[config.mk]
export PLATFORM = sky130hd
export DESIGN_NAME = l1i_top
export DESIGN_NICKNAME = d
export VERILOG_FILES = /design/src/common/fetch_pkg.sv /design/src/common/mem_pkg.sv /design/src/l1i/predecode.sv /design/src/l1i/l1i_arrays.sv /design/src/l1i/fetch_ctrl.sv /design/src/logic/branch_pht.sv /design/src/logic/fetch_queue.sv /design/src/l1i/l1i_top.sv
export VERILOG_INCLUDE_DIRS = /design/src /design/src/common
export SDC_FILE = /design/constraint.sdc
export NUM_CORES = 2
export LEC_CHECK = 0
export BUFFER_PORTS_ARGS = -buffer_cell sky130_fd_sc_hd__buf_2
export CAP_MARGIN = 20
export CORE_MARGIN = 2
export CORE_UTILIZATION = 45
export DETAILED_ROUTE_END_ITERATION = 8
export PLACE_DENSITY = 0.62
export SETUP_SLACK_MARGIN = 0.2
export SLEW_MARGIN = 10
export SYNTH_ARGS = -nofsm -noshare
export SYNTH_HDL_FRONTEND = slang
export SYNTH_SLANG_ARGS = --single-unit
[constraint.sdc]
create_clock -name clk -period 21.4 [get_ports clk]
set_input_delay 4.28 -clock clk [delete_from_list [all_inputs] [get_ports clk]]
set_output_delay 4.28 -clock clk [all_outputs]
set_load 0.01 [all_outputs]
[src/common/fetch_defs.svh]
`ifndef FETCH_DEFS_SVH
`define FETCH_DEFS_SVH

// pc and memory address width
`define FETCH_ADDR_W 32

// direct-mapped cache, 16 sets
`define LG_L1I_SETS 4

// 16-byte lines, four words each
`define LG_CL_BYTES 4

// bimodal table entries
`define LG_PHT_SZ 6

// fetch queue depth
`define LG_FQ_ENTRIES 3

`endif

[src/common/fetch_pkg.sv]
`include "fetch_defs.svh"

package fetch_pkg;

   // branch class of one cached word, computed at refill
   typedef enum logic [1:0]
   {
      PD_NONE,
      PD_COND,
      PD_ALWAYS,
      PD_JUMP
   } pd_class_t;

   typedef enum logic [2:0]
   {
      INIT_PHT,
      FLUSH_CACHE,
      IDLE,
      ACTIVE,
      INJECT_RELOAD,
      RELOAD_TURNAROUND,
      WAIT_FOR_NOT_FULL
   } fetch_state_t;

   // one queue entry handed to the core
   typedef struct packed
   {
      logic [31:0] data;
      logic [`FETCH_ADDR_W-1:0] pc;
      logic pred;
      // prediction came from the pht counter
      logic pred_cond;
   } fetch_insn_t;

   typedef struct packed
   {
      logic [`FETCH_ADDR_W-1:0] pc;
      logic taken;
   } retire_br_t;

endpackage

[src/common/mem_pkg.sv]
`include "fetch_defs.svh"

package mem_pkg;

   typedef enum logic [3:0]
   {
      MEM_LW,
      MEM_SW
   } mem_op_t;

   // line-aligned refill request
   typedef struct packed
   {
      logic [`FETCH_ADDR_W-1:0] addr;
      mem_op_t opcode;
   } mem_req_t;

   // whole line, word 0 in the low bits
   typedef struct packed
   {
      logic [(8 << `LG_CL_BYTES)-1:0] line;
   } mem_rsp_t;

endpackage

[src/l1i/predecode.sv]
`timescale 1ns/1ps

module predecode
(
   input logic [31:0] word,
   output fetch_pkg::pd_class_t pd
);
   import fetch_pkg::*;

   logic [5:0] opcode;
   logic [4:0] rs;
   logic [4:0] rt;

   assign opcode = word[31:26];
   assign rs = word[25:21];
   assign rt = word[20:16];

   always_comb
   begin
      case (opcode)
         // regimm, rt picks plain or likely
         6'd1:
         begin
            casez (rt)
               5'b?000?: pd = PD_COND;
               5'b?001?: pd = PD_ALWAYS;
               default: pd = PD_NONE;
            endcase
         end
         // j and jal
         6'd2, 6'd3:
            pd = PD_JUMP;
         // beq r0, r0 is the assembler's unconditional b
         6'd4:
         begin
            if (rs == 5'd0 && rt == 5'd0)
               pd = PD_ALWAYS;
            else
               pd = PD_COND;
         end
         6'd5, 6'd6, 6'd7:
            pd = PD_COND;
         // likely forms, assumed taken
         6'd20, 6'd21, 6'd22, 6'd23:
            pd = PD_ALWAYS;
         // jr, jalr and everything else
         default:
            pd = PD_NONE;
      endcase
   end

endmodule

[src/l1i/l1i_arrays.sv]
`timescale 1ns/1ps
`include "fetch_defs.svh"

module l1i_arrays
(
   input logic clk,
   input logic reset,
   input logic lookup_en,
   input logic [`FETCH_ADDR_W-1:0] lookup_pc,
   input logic sweep_en,
   input logic [`LG_L1I_SETS-1:0] sweep_idx,
   input logic [`FETCH_ADDR_W-1:0] refill_addr,
   input logic mem_rsp_valid,
   input mem_pkg::mem_rsp_t mem_rsp,
   output logic hit,
   output logic [31:0] line_word,
   output fetch_pkg::pd_class_t line_pd
);
   import fetch_pkg::*;

   localparam int SETS = 1 << `LG_L1I_SETS;
   localparam int WORDS = 1 << (`LG_CL_BYTES - 2);
   localparam int IDX_LO = `LG_CL_BYTES;
   localparam int IDX_HI = `LG_CL_BYTES + `LG_L1I_SETS;
   localparam int TAG_W = `FETCH_ADDR_W - IDX_HI;

   logic [SETS-1:0] valid_arr;
   logic [TAG_W-1:0] tag_arr [SETS];
   logic [32*WORDS-1:0] data_arr [SETS];
   pd_class_t [WORDS-1:0] pd_arr [SETS];
   pd_class_t [WORDS-1:0] refill_pd;

   logic [`LG_L1I_SETS-1:0] lookup_set;
   logic [`LG_L1I_SETS-1:0] refill_set;

   logic r_valid;
   logic [TAG_W-1:0] r_tag;
   logic [TAG_W-1:0] r_lookup_tag;
   logic [32*WORDS-1:0] r_line;
   pd_class_t [WORDS-1:0] r_pd;
   logic [`LG_CL_BYTES-3:0] r_word;

   assign lookup_set = lookup_pc[IDX_HI-1:IDX_LO];
   assign refill_set = refill_addr[IDX_HI-1:IDX_LO];

   // classify each word on its way into the array
   for (genvar i = 0; i < WORDS; i++)
   begin : g_pd
      predecode u_pd
      (
         .word(mem_rsp.line[32*i +: 32]),
         .pd(refill_pd[i])
      );
   end

   // sweep wins over refill, they never overlap in practice
   always_ff @(posedge clk)
   begin
      if (sweep_en)
         valid_arr[sweep_idx] <= 1'b0;
      else if (mem_rsp_valid)
         valid_arr[refill_set] <= 1'b1;
   end

   always_ff @(posedge clk)
   begin
      if (mem_rsp_valid)
      begin
         tag_arr[refill_set] <= refill_addr[`FETCH_ADDR_W-1:IDX_HI];
         data_arr[refill_set] <= mem_rsp.line;
         pd_arr[refill_set] <= refill_pd;
      end
   end

   always_ff @(posedge clk)
   begin
      if (reset)
         r_valid <= 1'b0;
      else if (lookup_en)
         r_valid <= valid_arr[lookup_set];
   end

   always_ff @(posedge clk)
   begin
      if (lookup_en)
      begin
         r_tag <= tag_arr[lookup_set];
         r_lookup_tag <= lookup_pc[`FETCH_ADDR_W-1:IDX_HI];
         r_line <= data_arr[lookup_set];
         r_pd <= pd_arr[lookup_set];
         r_word <= lookup_pc[IDX_LO-1:2];
      end
   end

   assign hit = r_valid && (r_tag == r_lookup_tag);
   assign line_word = r_line[32*r_word +: 32];
   assign line_pd = r_pd[r_word];

endmodule

[src/l1i/fetch_ctrl.sv]
`timescale 1ns/1ps
`include "fetch_defs.svh"

module fetch_ctrl
(
   input logic clk,
   input logic reset,
   input logic restart_valid,
   input logic [`FETCH_ADDR_W-1:0] restart_pc,
   input logic flush_req,
   input logic init_done,
   input logic mem_rsp_valid,
   input logic hit,
   input logic [31:0] line_word,
   input fetch_pkg::pd_class_t line_pd,
   input logic counter_taken,
   input logic queue_full,
   output logic restart_ack,
   output logic flush_complete,
   output logic mem_req_valid,
   output mem_pkg::mem_req_t mem_req,
   output logic lookup_en,
   output logic [`FETCH_ADDR_W-1:0] lookup_pc,
   output logic sweep_en,
   output logic [`LG_L1I_SETS-1:0] sweep_idx,
   output logic [`FETCH_ADDR_W-1:0] refill_addr,
   output logic push,
   output fetch_pkg::fetch_insn_t push_insn,
   output logic queue_clear
);
   import fetch_pkg::*;
   import mem_pkg::*;

   localparam int AW = `FETCH_ADDR_W;

   fetch_state_t r_state, n_state;
   logic [AW-1:0] r_pc, n_pc;
   logic [AW-1:0] r_cache_pc;
   logic [AW-1:0] r_miss_pc, n_miss_pc;
   logic [AW-1:0] r_mem_addr, n_mem_addr;
   logic [`LG_L1I_SETS-1:0] r_sweep_idx;
   logic r_req;
   logic r_restart_req, n_restart_req;
   logic r_flush_req, n_flush_req;
   logic r_restart_ack, n_restart_ack;
   logic r_flush_complete, n_flush_complete;
   logic r_mem_req_valid, n_mem_req_valid;
   logic can_serve;
   logic take_br;
   logic [AW-1:0] simm;
   logic [AW-1:0] next_pc;

   // target of the word that hit last cycle
   always_comb
   begin
      simm = {{(AW-16){line_word[15]}}, line_word[15:0]};
      take_br = (line_pd == PD_JUMP) || (line_pd == PD_ALWAYS) ||
                (line_pd == PD_COND && counter_taken);
      if (line_pd == PD_JUMP)
         next_pc = {r_cache_pc[AW-1:28], line_word[25:0], 2'b00};
      else if (take_br)
         next_pc = r_cache_pc + 4 + {simm[AW-3:0], 2'b00};
      else
         next_pc = r_cache_pc + 4;
   end

   always_comb
   begin
      push_insn.data = line_word;
      push_insn.pc = r_cache_pc;
      push_insn.pred = take_br;
      push_insn.pred_cond = (line_pd == PD_COND);
   end

   always_comb
   begin
      n_state = r_state;
      // r_pc also holds a restart target that is waiting to be served
      n_pc = restart_valid ? restart_pc : r_pc;
      n_miss_pc = r_miss_pc;
      n_mem_addr = r_mem_addr;
      n_restart_req = r_restart_req | restart_valid;
      n_flush_req = r_flush_req | flush_req;
      n_restart_ack = 1'b0;
      n_flush_complete = 1'b0;
      n_mem_req_valid = 1'b0;
      lookup_en = 1'b0;
      lookup_pc = r_pc;
      sweep_en = 1'b0;
      push = 1'b0;
      queue_clear = 1'b0;
      can_serve = (r_state == IDLE) || (r_state == ACTIVE) ||
                  (r_state == RELOAD_TURNAROUND) || (r_state == WAIT_FOR_NOT_FULL);

      if (can_serve && n_flush_req)
      begin
         // sweep counter is back at set 0 after every full pass
         n_flush_req = 1'b0;
         queue_clear = 1'b1;
         n_state = FLUSH_CACHE;
      end
      else if (can_serve && n_restart_req)
      begin
         // any lookup in flight is simply not reissued
         n_restart_req = 1'b0;
         n_restart_ack = 1'b1;
         queue_clear = 1'b1;
         n_state = ACTIVE;
      end
      else
      begin
         case (r_state)
            INIT_PHT:
            begin
               if (init_done)
                  n_state = FLUSH_CACHE;
            end
            FLUSH_CACHE:
            begin
               sweep_en = 1'b1;
               if (r_sweep_idx == '1)
               begin
                  n_flush_complete = 1'b1;
                  n_state = IDLE;
               end
            end
            ACTIVE:
            begin
               if (!r_req)
                  lookup_en = 1'b1;
               else if (!hit)
               begin
                  n_miss_pc = r_cache_pc;
                  n_mem_addr = {r_cache_pc[AW-1:`LG_CL_BYTES], {`LG_CL_BYTES{1'b0}}};
                  n_mem_req_valid = 1'b1;
                  n_state = INJECT_RELOAD;
               end
               else if (queue_full)
               begin
                  n_miss_pc = r_cache_pc;
                  n_state = WAIT_FOR_NOT_FULL;
               end
               else
               begin
                  // redirect right away, no bubble on a taken prediction
                  push = 1'b1;
                  lookup_en = 1'b1;
                  lookup_pc = next_pc;
               end
            end
            INJECT_RELOAD:
            begin
               if (mem_rsp_valid)
                  n_state = RELOAD_TURNAROUND;
            end
            RELOAD_TURNAROUND:
            begin
               lookup_en = 1'b1;
               lookup_pc = r_miss_pc;
               n_state = ACTIVE;
            end
            WAIT_FOR_NOT_FULL:
            begin
               if (!queue_full)
               begin
                  lookup_en = 1'b1;
                  lookup_pc = r_miss_pc;
                  n_state = ACTIVE;
               end
            end
            default:
            begin
            end
         endcase
      end
   end

   always_ff @(posedge clk)
   begin
      if (reset)
      begin
         r_state <= INIT_PHT;
         r_req <= 1'b0;
         r_restart_req <= 1'b0;
         r_flush_req <= 1'b0;
         r_restart_ack <= 1'b0;
         r_flush_complete <= 1'b0;
         r_mem_req_valid <= 1'b0;
         r_sweep_idx <= '0;
      end
      else
      begin
         r_state <= n_state;
         r_req <= lookup_en;
         r_restart_req <= n_restart_req;
         r_flush_req <= n_flush_req;
         r_restart_ack <= n_restart_ack;
         r_flush_complete <= n_flush_complete;
         r_mem_req_valid <= n_mem_req_valid;
         if (sweep_en)
            r_sweep_idx <= r_sweep_idx + 1'b1;
      end
   end

   always_ff @(posedge clk)
   begin
      r_pc <= n_pc;
      r_miss_pc <= n_miss_pc;
      r_mem_addr <= n_mem_addr;
      if (lookup_en)
         r_cache_pc <= lookup_pc;
   end

   assign restart_ack = r_restart_ack;
   assign flush_complete = r_flush_complete;
   assign mem_req_valid = r_mem_req_valid;
   assign mem_req.addr = r_mem_addr;
   assign mem_req.opcode = MEM_LW;
   assign refill_addr = r_mem_addr;
   assign sweep_idx = r_sweep_idx;

endmodule

[src/logic/branch_pht.sv]
`timescale 1ns/1ps
`include "fetch_defs.svh"

module branch_pht
(
   input logic clk,
   input logic reset,
   input logic [`FETCH_ADDR_W-1:0] lookup_pc,
   input logic retire_br_valid,
   input fetch_pkg::retire_br_t retire_br,
   output logic counter_taken,
   output logic init_done
);
   localparam int ENTRIES = 1 << `LG_PHT_SZ;

   logic [1:0] pht [ENTRIES];
   logic [1:0] r_lookup_out;
   logic [1:0] r_upd_out;
   logic [1:0] upd_val;
   logic [1:0] wr_val;
   logic [`LG_PHT_SZ-1:0] r_init_idx;
   logic [`LG_PHT_SZ-1:0] r_upd_idx;
   logic [`LG_PHT_SZ-1:0] retire_idx;
   logic [`LG_PHT_SZ-1:0] wr_idx;
   logic r_upd_valid;
   logic r_upd_taken;
   logic wr_en;

   assign retire_idx = retire_br.pc[`LG_PHT_SZ+1:2];

   // saturating step toward the retired outcome
   always_comb
   begin
      upd_val = r_upd_out;
      if (r_upd_taken && r_upd_out != 2'd3)
         upd_val = r_upd_out + 2'd1;
      else if (!r_upd_taken && r_upd_out != 2'd0)
         upd_val = r_upd_out - 2'd1;
   end

   // reset sweep owns the write port, weakly not taken everywhere
   assign wr_en = !init_done || r_upd_valid;
   assign wr_idx = init_done ? r_upd_idx : r_init_idx;
   assign wr_val = init_done ? upd_val : 2'd1;

   always_ff @(posedge clk)
   begin
      if (wr_en)
         pht[wr_idx] <= wr_val;
   end

   always_ff @(posedge clk)
   begin
      r_lookup_out <= pht[lookup_pc[`LG_PHT_SZ+1:2]];
      r_upd_idx <= retire_idx;
      r_upd_taken <= retire_br.taken;
      // forward so back-to-back reports to one entry both count
      if (wr_en && wr_idx == retire_idx)
         r_upd_out <= wr_val;
      else
         r_upd_out <= pht[retire_idx];
   end

   always_ff @(posedge clk)
   begin
      if (reset)
      begin
         r_init_idx <= '0;
         init_done <= 1'b0;
         r_upd_valid <= 1'b0;
      end
      else
      begin
         r_upd_valid <= retire_br_valid && init_done;
         if (!init_done)
         begin
            r_init_idx <= r_init_idx + 1'b1;
            init_done <= (r_init_idx == ENTRIES-1);
         end
      end
   end

   assign counter_taken = r_lookup_out[1];

endmodule

[src/logic/fetch_queue.sv]
`timescale 1ns/1ps
`include "fetch_defs.svh"

module fetch_queue
(
   input logic clk,
   input logic reset,
   input logic clear,
   input logic push,
   input fetch_pkg::fetch_insn_t push_insn,
   input logic pop,
   output fetch_pkg::fetch_insn_t head,
   output logic valid,
   output logic full
);
   import fetch_pkg::*;

   localparam int ENTRIES = 1 << `LG_FQ_ENTRIES;

   fetch_insn_t mem [ENTRIES];
   logic [`LG_FQ_ENTRIES:0] r_head;
   logic [`LG_FQ_ENTRIES:0] r_tail;
   logic do_push;
   logic do_pop;

   assign valid = (r_head != r_tail);
   // same slot on opposite laps
   assign full = (r_head[`LG_FQ_ENTRIES] != r_tail[`LG_FQ_ENTRIES]) &&
                 (r_head[`LG_FQ_ENTRIES-1:0] == r_tail[`LG_FQ_ENTRIES-1:0]);
   assign head = mem[r_head[`LG_FQ_ENTRIES-1:0]];

   assign do_push = push && !full;
   assign do_pop = pop && valid;

   always_ff @(posedge clk)
   begin
      if (do_push)
         mem[r_tail[`LG_FQ_ENTRIES-1:0]] <= push_insn;
   end

   always_ff @(posedge clk)
   begin
      if (reset || clear)
      begin
         r_head <= '0;
         r_tail <= '0;
      end
      else
      begin
         if (do_push)
            r_tail <= r_tail + 1'b1;
         if (do_pop)
            r_head <= r_head + 1'b1;
      end
   end

endmodule

[src/l1i/l1i_top.sv]
`timescale 1ns/1ps
`include "fetch_defs.svh"

module l1i_top
(
   input logic clk,
   input logic reset,
   input logic restart_valid,
   input logic [`FETCH_ADDR_W-1:0] restart_pc,
   output logic restart_ack,
   input logic flush_req,
   output logic flush_complete,
   input logic retire_br_valid,
   input fetch_pkg::retire_br_t retire_br,
   output fetch_pkg::fetch_insn_t insn,
   output logic insn_valid,
   input logic insn_ack,
   output logic mem_req_valid,
   output mem_pkg::mem_req_t mem_req,
   input logic mem_rsp_valid,
   input mem_pkg::mem_rsp_t mem_rsp
);
   import fetch_pkg::*;

   logic lookup_en;
   logic [`FETCH_ADDR_W-1:0] lookup_pc;
   logic sweep_en;
   logic [`LG_L1I_SETS-1:0] sweep_idx;
   logic [`FETCH_ADDR_W-1:0] refill_addr;
   logic hit;
   logic [31:0] line_word;
   pd_class_t line_pd;
   logic counter_taken;
   logic init_done;
   logic push;
   fetch_insn_t push_insn;
   logic queue_clear;
   logic queue_full;

   l1i_arrays u_arrays
   (
      .clk(clk),
      .reset(reset),
      .lookup_en(lookup_en),
      .lookup_pc(lookup_pc),
      .sweep_en(sweep_en),
      .sweep_idx(sweep_idx),
      .refill_addr(refill_addr),
      .mem_rsp_valid(mem_rsp_valid),
      .mem_rsp(mem_rsp),
      .hit(hit),
      .line_word(line_word),
      .line_pd(line_pd)
   );

   fetch_ctrl u_ctrl
   (
      .clk(clk),
      .reset(reset),
      .restart_valid(restart_valid),
      .restart_pc(restart_pc),
      .flush_req(flush_req),
      .init_done(init_done),
      .mem_rsp_valid(mem_rsp_valid),
      .hit(hit),
      .line_word(line_word),
      .line_pd(line_pd),
      .counter_taken(counter_taken),
      .queue_full(queue_full),
      .restart_ack(restart_ack),
      .flush_complete(flush_complete),
      .mem_req_valid(mem_req_valid),
      .mem_req(mem_req),
      .lookup_en(lookup_en),
      .lookup_pc(lookup_pc),
      .sweep_en(sweep_en),
      .sweep_idx(sweep_idx),
      .refill_addr(refill_addr),
      .push(push),
      .push_insn(push_insn),
      .queue_clear(queue_clear)
   );

   // pht is indexed by the same pc the cache looks up
   branch_pht u_pht
   (
      .clk(clk),
      .reset(reset),
      .lookup_pc(lookup_pc),
      .retire_br_valid(retire_br_valid),
      .retire_br(retire_br),
      .counter_taken(counter_taken),
      .init_done(init_done)
   );

   fetch_queue u_queue
   (
      .clk(clk),
      .reset(reset),
      .clear(queue_clear),
      .push(push),
      .push_insn(push_insn),
      .pop(insn_ack),
      .head(insn),
      .valid(insn_valid),
      .full(queue_full)
   );

endmodule

==> summary.md <==
| Metric | Value |
|---|---|
| Worst flop-to-flop path endpoint | u_arrays.r_line[98]$_DFFE_PP_ |
| Die width | 566 um |
| Endpoints failing hold | 0 |
| Most frequent cell after synthesis | sky130_fd_sc_hd__edfxtp_1 |
| Peak supply drop | 0.0712 mV |
| FMAX | approximately 0.097 GHz |
| Number of cells after detailed placement | about 14000 |
| # nets final | 10400 |
| DRC Markers | 0 |
| Share of the yosys chip area belonging to registers | 74.8% |
| Maximum fanout along the worst path | between 150 and 200 |
| CTS max path bufs | 4 |
| Area of the die | 321000 um^2 |
| RSZ-0062 raised after global routing | false |
| Area contributors post-synth | sky130_fd_sc_hd__edfxtp_1 74%, sky130_fd_sc_hd__nand2_1 7.0%, sky130_fd_sc_hd__nand3_1 4.6%, sky130_fd_sc_hd__mux4_2 3.3%, sky130_fd_sc_hd__a311oi_1 2.0% |
| Row count | just over 200 |
| IO Count | a little over 300 |
| Cts repair resizes | 0 |
| Antenna violations before repair | 70 |
| Post-Route Setup TNS | 0 ns |
| Power density over cell area | approximately 93 nW/um^2 |
| Sink count of the clock tree | roughly 3600 |
| Number of synthesized register bits | roughly 3600 |
| H-tree level count | 5 |
| Relative max-transition margin | about 24% |
| Cell type contributing the most total cell area after synthesis | sky130_fd_sc_hd__edfxtp_1 |
| Setup slack of the worst register-to-register path | approximately 13 ns |
| Total wire length after detailed routing | around 400000 um |
| Final design utilization | about half |
| Count of input and output buffers | ~270 |
| Depth of the worst register-to-register path | 19 |
| Hold worst-path end | u_pht.r_init_idx[0]$_SDFFE_PP0N_ |
| Overflow after GRT | 0 |
| Quantity of hold-fixing buffers added after cts | 0 |
| Layout Cells excl Fill | ~15000 |
| Mean instance size in the synthesized netlist | ~14 um^2 |
| Startpoint type of the worst setup path | input pin |
| Critical path type | in -> reg |
| Overall die height | approximately 570 um |
| Maximum capacitance violations | 0 |
| Count of warnings emitted by yosys | 0 |
| Total setup buffers inserted after CTS | 0 |
| Dominant synthesized flop cell | sky130_fd_sc_hd__edfxtp_1 |
| Worst hold-check path type | reg -> reg |
| Number of instances in the synthesized netlist | roughly 10000 |
| Number of buffers created by CTS | 370 |
| Clk pin slew, worst setup/hold paths | 0.06 ns |
| First-pass DRT Iterations | 8 |
| Portion of synthesized cell area occupied by the leading cell type | ~74% |
| Async SR Flop Fraction | 0% |
| Crit path DAT | around 11 ns |
| Signed area change from the synthesized netlist to the final layout | 12.3% |
| Leakage power | 53.5 nW |
| Cell chosen for the clock root | sky130_fd_sc_hd__clkbuf_16 |
| Estimated wirelength of the detail-placed design | between 200000 and 250000 um |
| Final cycle utilization of the critical path | 48.0% |
| Top post-synthesis cells by count | 3516 x sky130_fd_sc_hd__edfxtp_1, 2669 x sky130_fd_sc_hd__nand2_1, 1315 x sky130_fd_sc_hd__nand3_1 |
| Setup violation total in the final timing report | 0 |
| GR Util All Layers | about a quarter |
| Required time reported for the critical path endpoint | around 22 ns |
| Routability-driven placement congestion ratio | 0.845 |
| Total count of max-transition violations in the final report | 0 |
| Beginning of the worst register-to-register path | u_arrays.r_word[0]$_DFFE_PP_ |
| Status | completed |
| Number of cells traversed by the worst hold path | 2 |
| First-pass GRT wire length | 570000 um |
| Setup clock skew after layout | around 0.10 ns |
| TritonCTS clock tree | yes |
| Residual antenna-violating net count after detailed routing | 0 |
| Slew at the pin closest to its max-slew limit | 1.14 ns |
| Initial core utilization | between 40 and 50% |
| Layout cells sized above 1 | about an eighth |
| Floorplan core area | around 310000 um^2 |
| Number of synthesized flops with an enable pin | approximately 3500 |
| Via count of the first global-routing pass | approximately 83000 |
| Minimum clock period after layout | just over 10 ns |
| Clock insertion delay at the later pin of the skew report | between 0.9 and 1 ns |
| Worst Hold Launch | u_pht.r_init_idx[0]$_SDFFE_PP0N_ |
| Combined area of all synthesized cells | roughly 140000 um^2 |
| Overall via count from detail_route | about 87000 |
| Wire length per cell | 26.9 um |
| Via density per instance | between 5 and 6 |
| Sort of element at the end of the critical path | flip-flop |
| Pin count of the biggest net entering global routing | 179 |
| Count of cell types in the netlist | 87 |
| Initial detailed-routing violation count | about 10000 |
cell type report:
cell class / instances / area, um^2
Antenna cell: 22 / 55.1
Timing Repair Buffer: 439 / 2980
Sequential cell: 3557 / 106000
Fill cell: 25800 / 155000
Clock inverter: 228 / 2410
Multi-Input combinational cell: 5757 / 32900
Clock buffer: 448 / 9650
Inverter: 30 / 151
Tap cell: 4160 / 5200
metal layers:
layer  part of all wire [%]  GRT usage, %
met3                    9.2          4.53
met1                     40          33.1
met4                    3.3          7.92
met5                  0.077             0
met2                     47          38.4
flip-flops by register name, summed over array words and instances (netlist names), 28 cells and up, named ones only:
register / flops
u_arrays.data_arr: 2048
u_queue.mem: 528
u_arrays.tag_arr: 384
u_arrays.pd_arr: 128
u_arrays.r_line: 128
u_pht.pht: 128
u_ctrl.r_miss_pc: 32
u_ctrl.r_pc: 32
u_ctrl.refill_addr: 28
report_power, final:
group | total (W) | switching [W] | internal, W | leakage [nW]
combinational | 0.000828 | 0.000600 | 0.000228 | 15.5
clock | 0.00635 | 0.00270 | 0.00365 | 5.86
sequential | 0.00769 | 0.0000218 | 0.00767 | 32.2
worst max path at each step:
stage | start | to | slack (ns) | cells past startpoint
finish | restart_valid | u_arrays.r_line[98]$_DFFE_PP_ | 11.13 | 19
global placement | restart_valid | u_arrays.r_line[96]$_DFFE_PP_ | 10.22 | 19
CTS | restart_valid | u_arrays.r_line[96]$_DFFE_PP_ | 11.05 | 19
floorplan | mem_rsp_valid | u_arrays.data_arr[0][0]$_DFFE_PP_ | 5.05 | 3
detailed placement | restart_valid | u_arrays.r_line[96]$_DFFE_PP_ | 10.04 | 19
global route | restart_valid | u_arrays.r_line[96]$_DFFE_PP_ | 10.60 | 19
metrics by stage:
stage	worst slack (ns)	total power, W	area [um^2]	hold WS (ns)
final	11.13	0.0149	160000	0.534
after global routing	10.60	0.0153	160000	0.571
after CTS	11.05	0.0150	160000	0.537
after detailed placement	10.04	0.00866	148000	0.516
after global placement	10.22	0.00864	148000	0.497
after floorplan	5.05	0.00837	142000	0.482
worst max-delay path, stage by stage:
cell	delay [ns]
sky130_fd_sc_hd__buf_2	0.08
sky130_fd_sc_hd__buf_4	0.43
sky130_fd_sc_hd__nor4_1	0.25
sky130_fd_sc_hd__nand3_1	0.30
sky130_fd_sc_hd__nor2_1	0.10
sky130_fd_sc_hd__nand3_1	0.10
sky130_fd_sc_hd__buf_4	0.26
sky130_fd_sc_hd__o2bb2ai_1	0.15
sky130_fd_sc_hd__a21oi_4	0.32
sky130_fd_sc_hd__buf_12	0.49
sky130_fd_sc_hd__buf_4	0.84
sky130_fd_sc_hd__buf_4	0.68
sky130_fd_sc_hd__buf_4	0.71
sky130_fd_sc_hd__buf_4	0.65
sky130_fd_sc_hd__nand2_1	0.09
sky130_fd_sc_hd__and3_1	0.20
sky130_fd_sc_hd__a311oi_1	0.32
sky130_fd_sc_hd__a311oi_1	0.09
sky130_fd_sc_hd__a31oi_1	0.40
kinds of logic after synthesis:
group,share of synthesized area (%)
mux,4.21
compound gates,4.17
fa+ha+maj,0.392
simple gates,13.6
xor+xnor,0.548
buf+inv,2.28
flops,74.8
other cells,0.00264
cells in the final DEF, fill, tap and decap left out, types with 22 or more instances in the layout:
master and n:
sky130_fd_sc_hd__mux2_2 68, sky130_fd_sc_hd__clkinv_1 86, sky130_fd_sc_hd__clkbuf_16 373, sky130_fd_sc_hd__clkinv_2 68
sky130_fd_sc_hd__bufinv_16 35, sky130_fd_sc_hd__a311oi_1 324, sky130_fd_sc_hd__nor3_1 32, sky130_fd_sc_hd__edfxtp_1 3516
sky130_fd_sc_hd__nand3_1 1315, sky130_fd_sc_hd__buf_2 271, sky130_fd_sc_hd__dfxtp_1 37, sky130_fd_sc_hd__clkbuf_1 72
sky130_fd_sc_hd__buf_12 27, sky130_fd_sc_hd__diode_2 22, sky130_fd_sc_hd__mux2i_1 50, sky130_fd_sc_hd__inv_1 24
sky130_fd_sc_hd__a31oi_1 171, sky130_fd_sc_hd__xor2_1 30, sky130_fd_sc_hd__nand2_1 2669, sky130_fd_sc_hd__xnor2_1 59
sky130_fd_sc_hd__ha_1 43, sky130_fd_sc_hd__mux4_2 210, sky130_fd_sc_hd__and3_1 175, sky130_fd_sc_hd__buf_4 140
sky130_fd_sc_hd__a21oi_1 81, sky130_fd_sc_hd__o21ai_0 70, sky130_fd_sc_hd__a22oi_1 28, sky130_fd_sc_hd__nor2_1 174
Note: power is estimated with default switching activity, not from simulation.
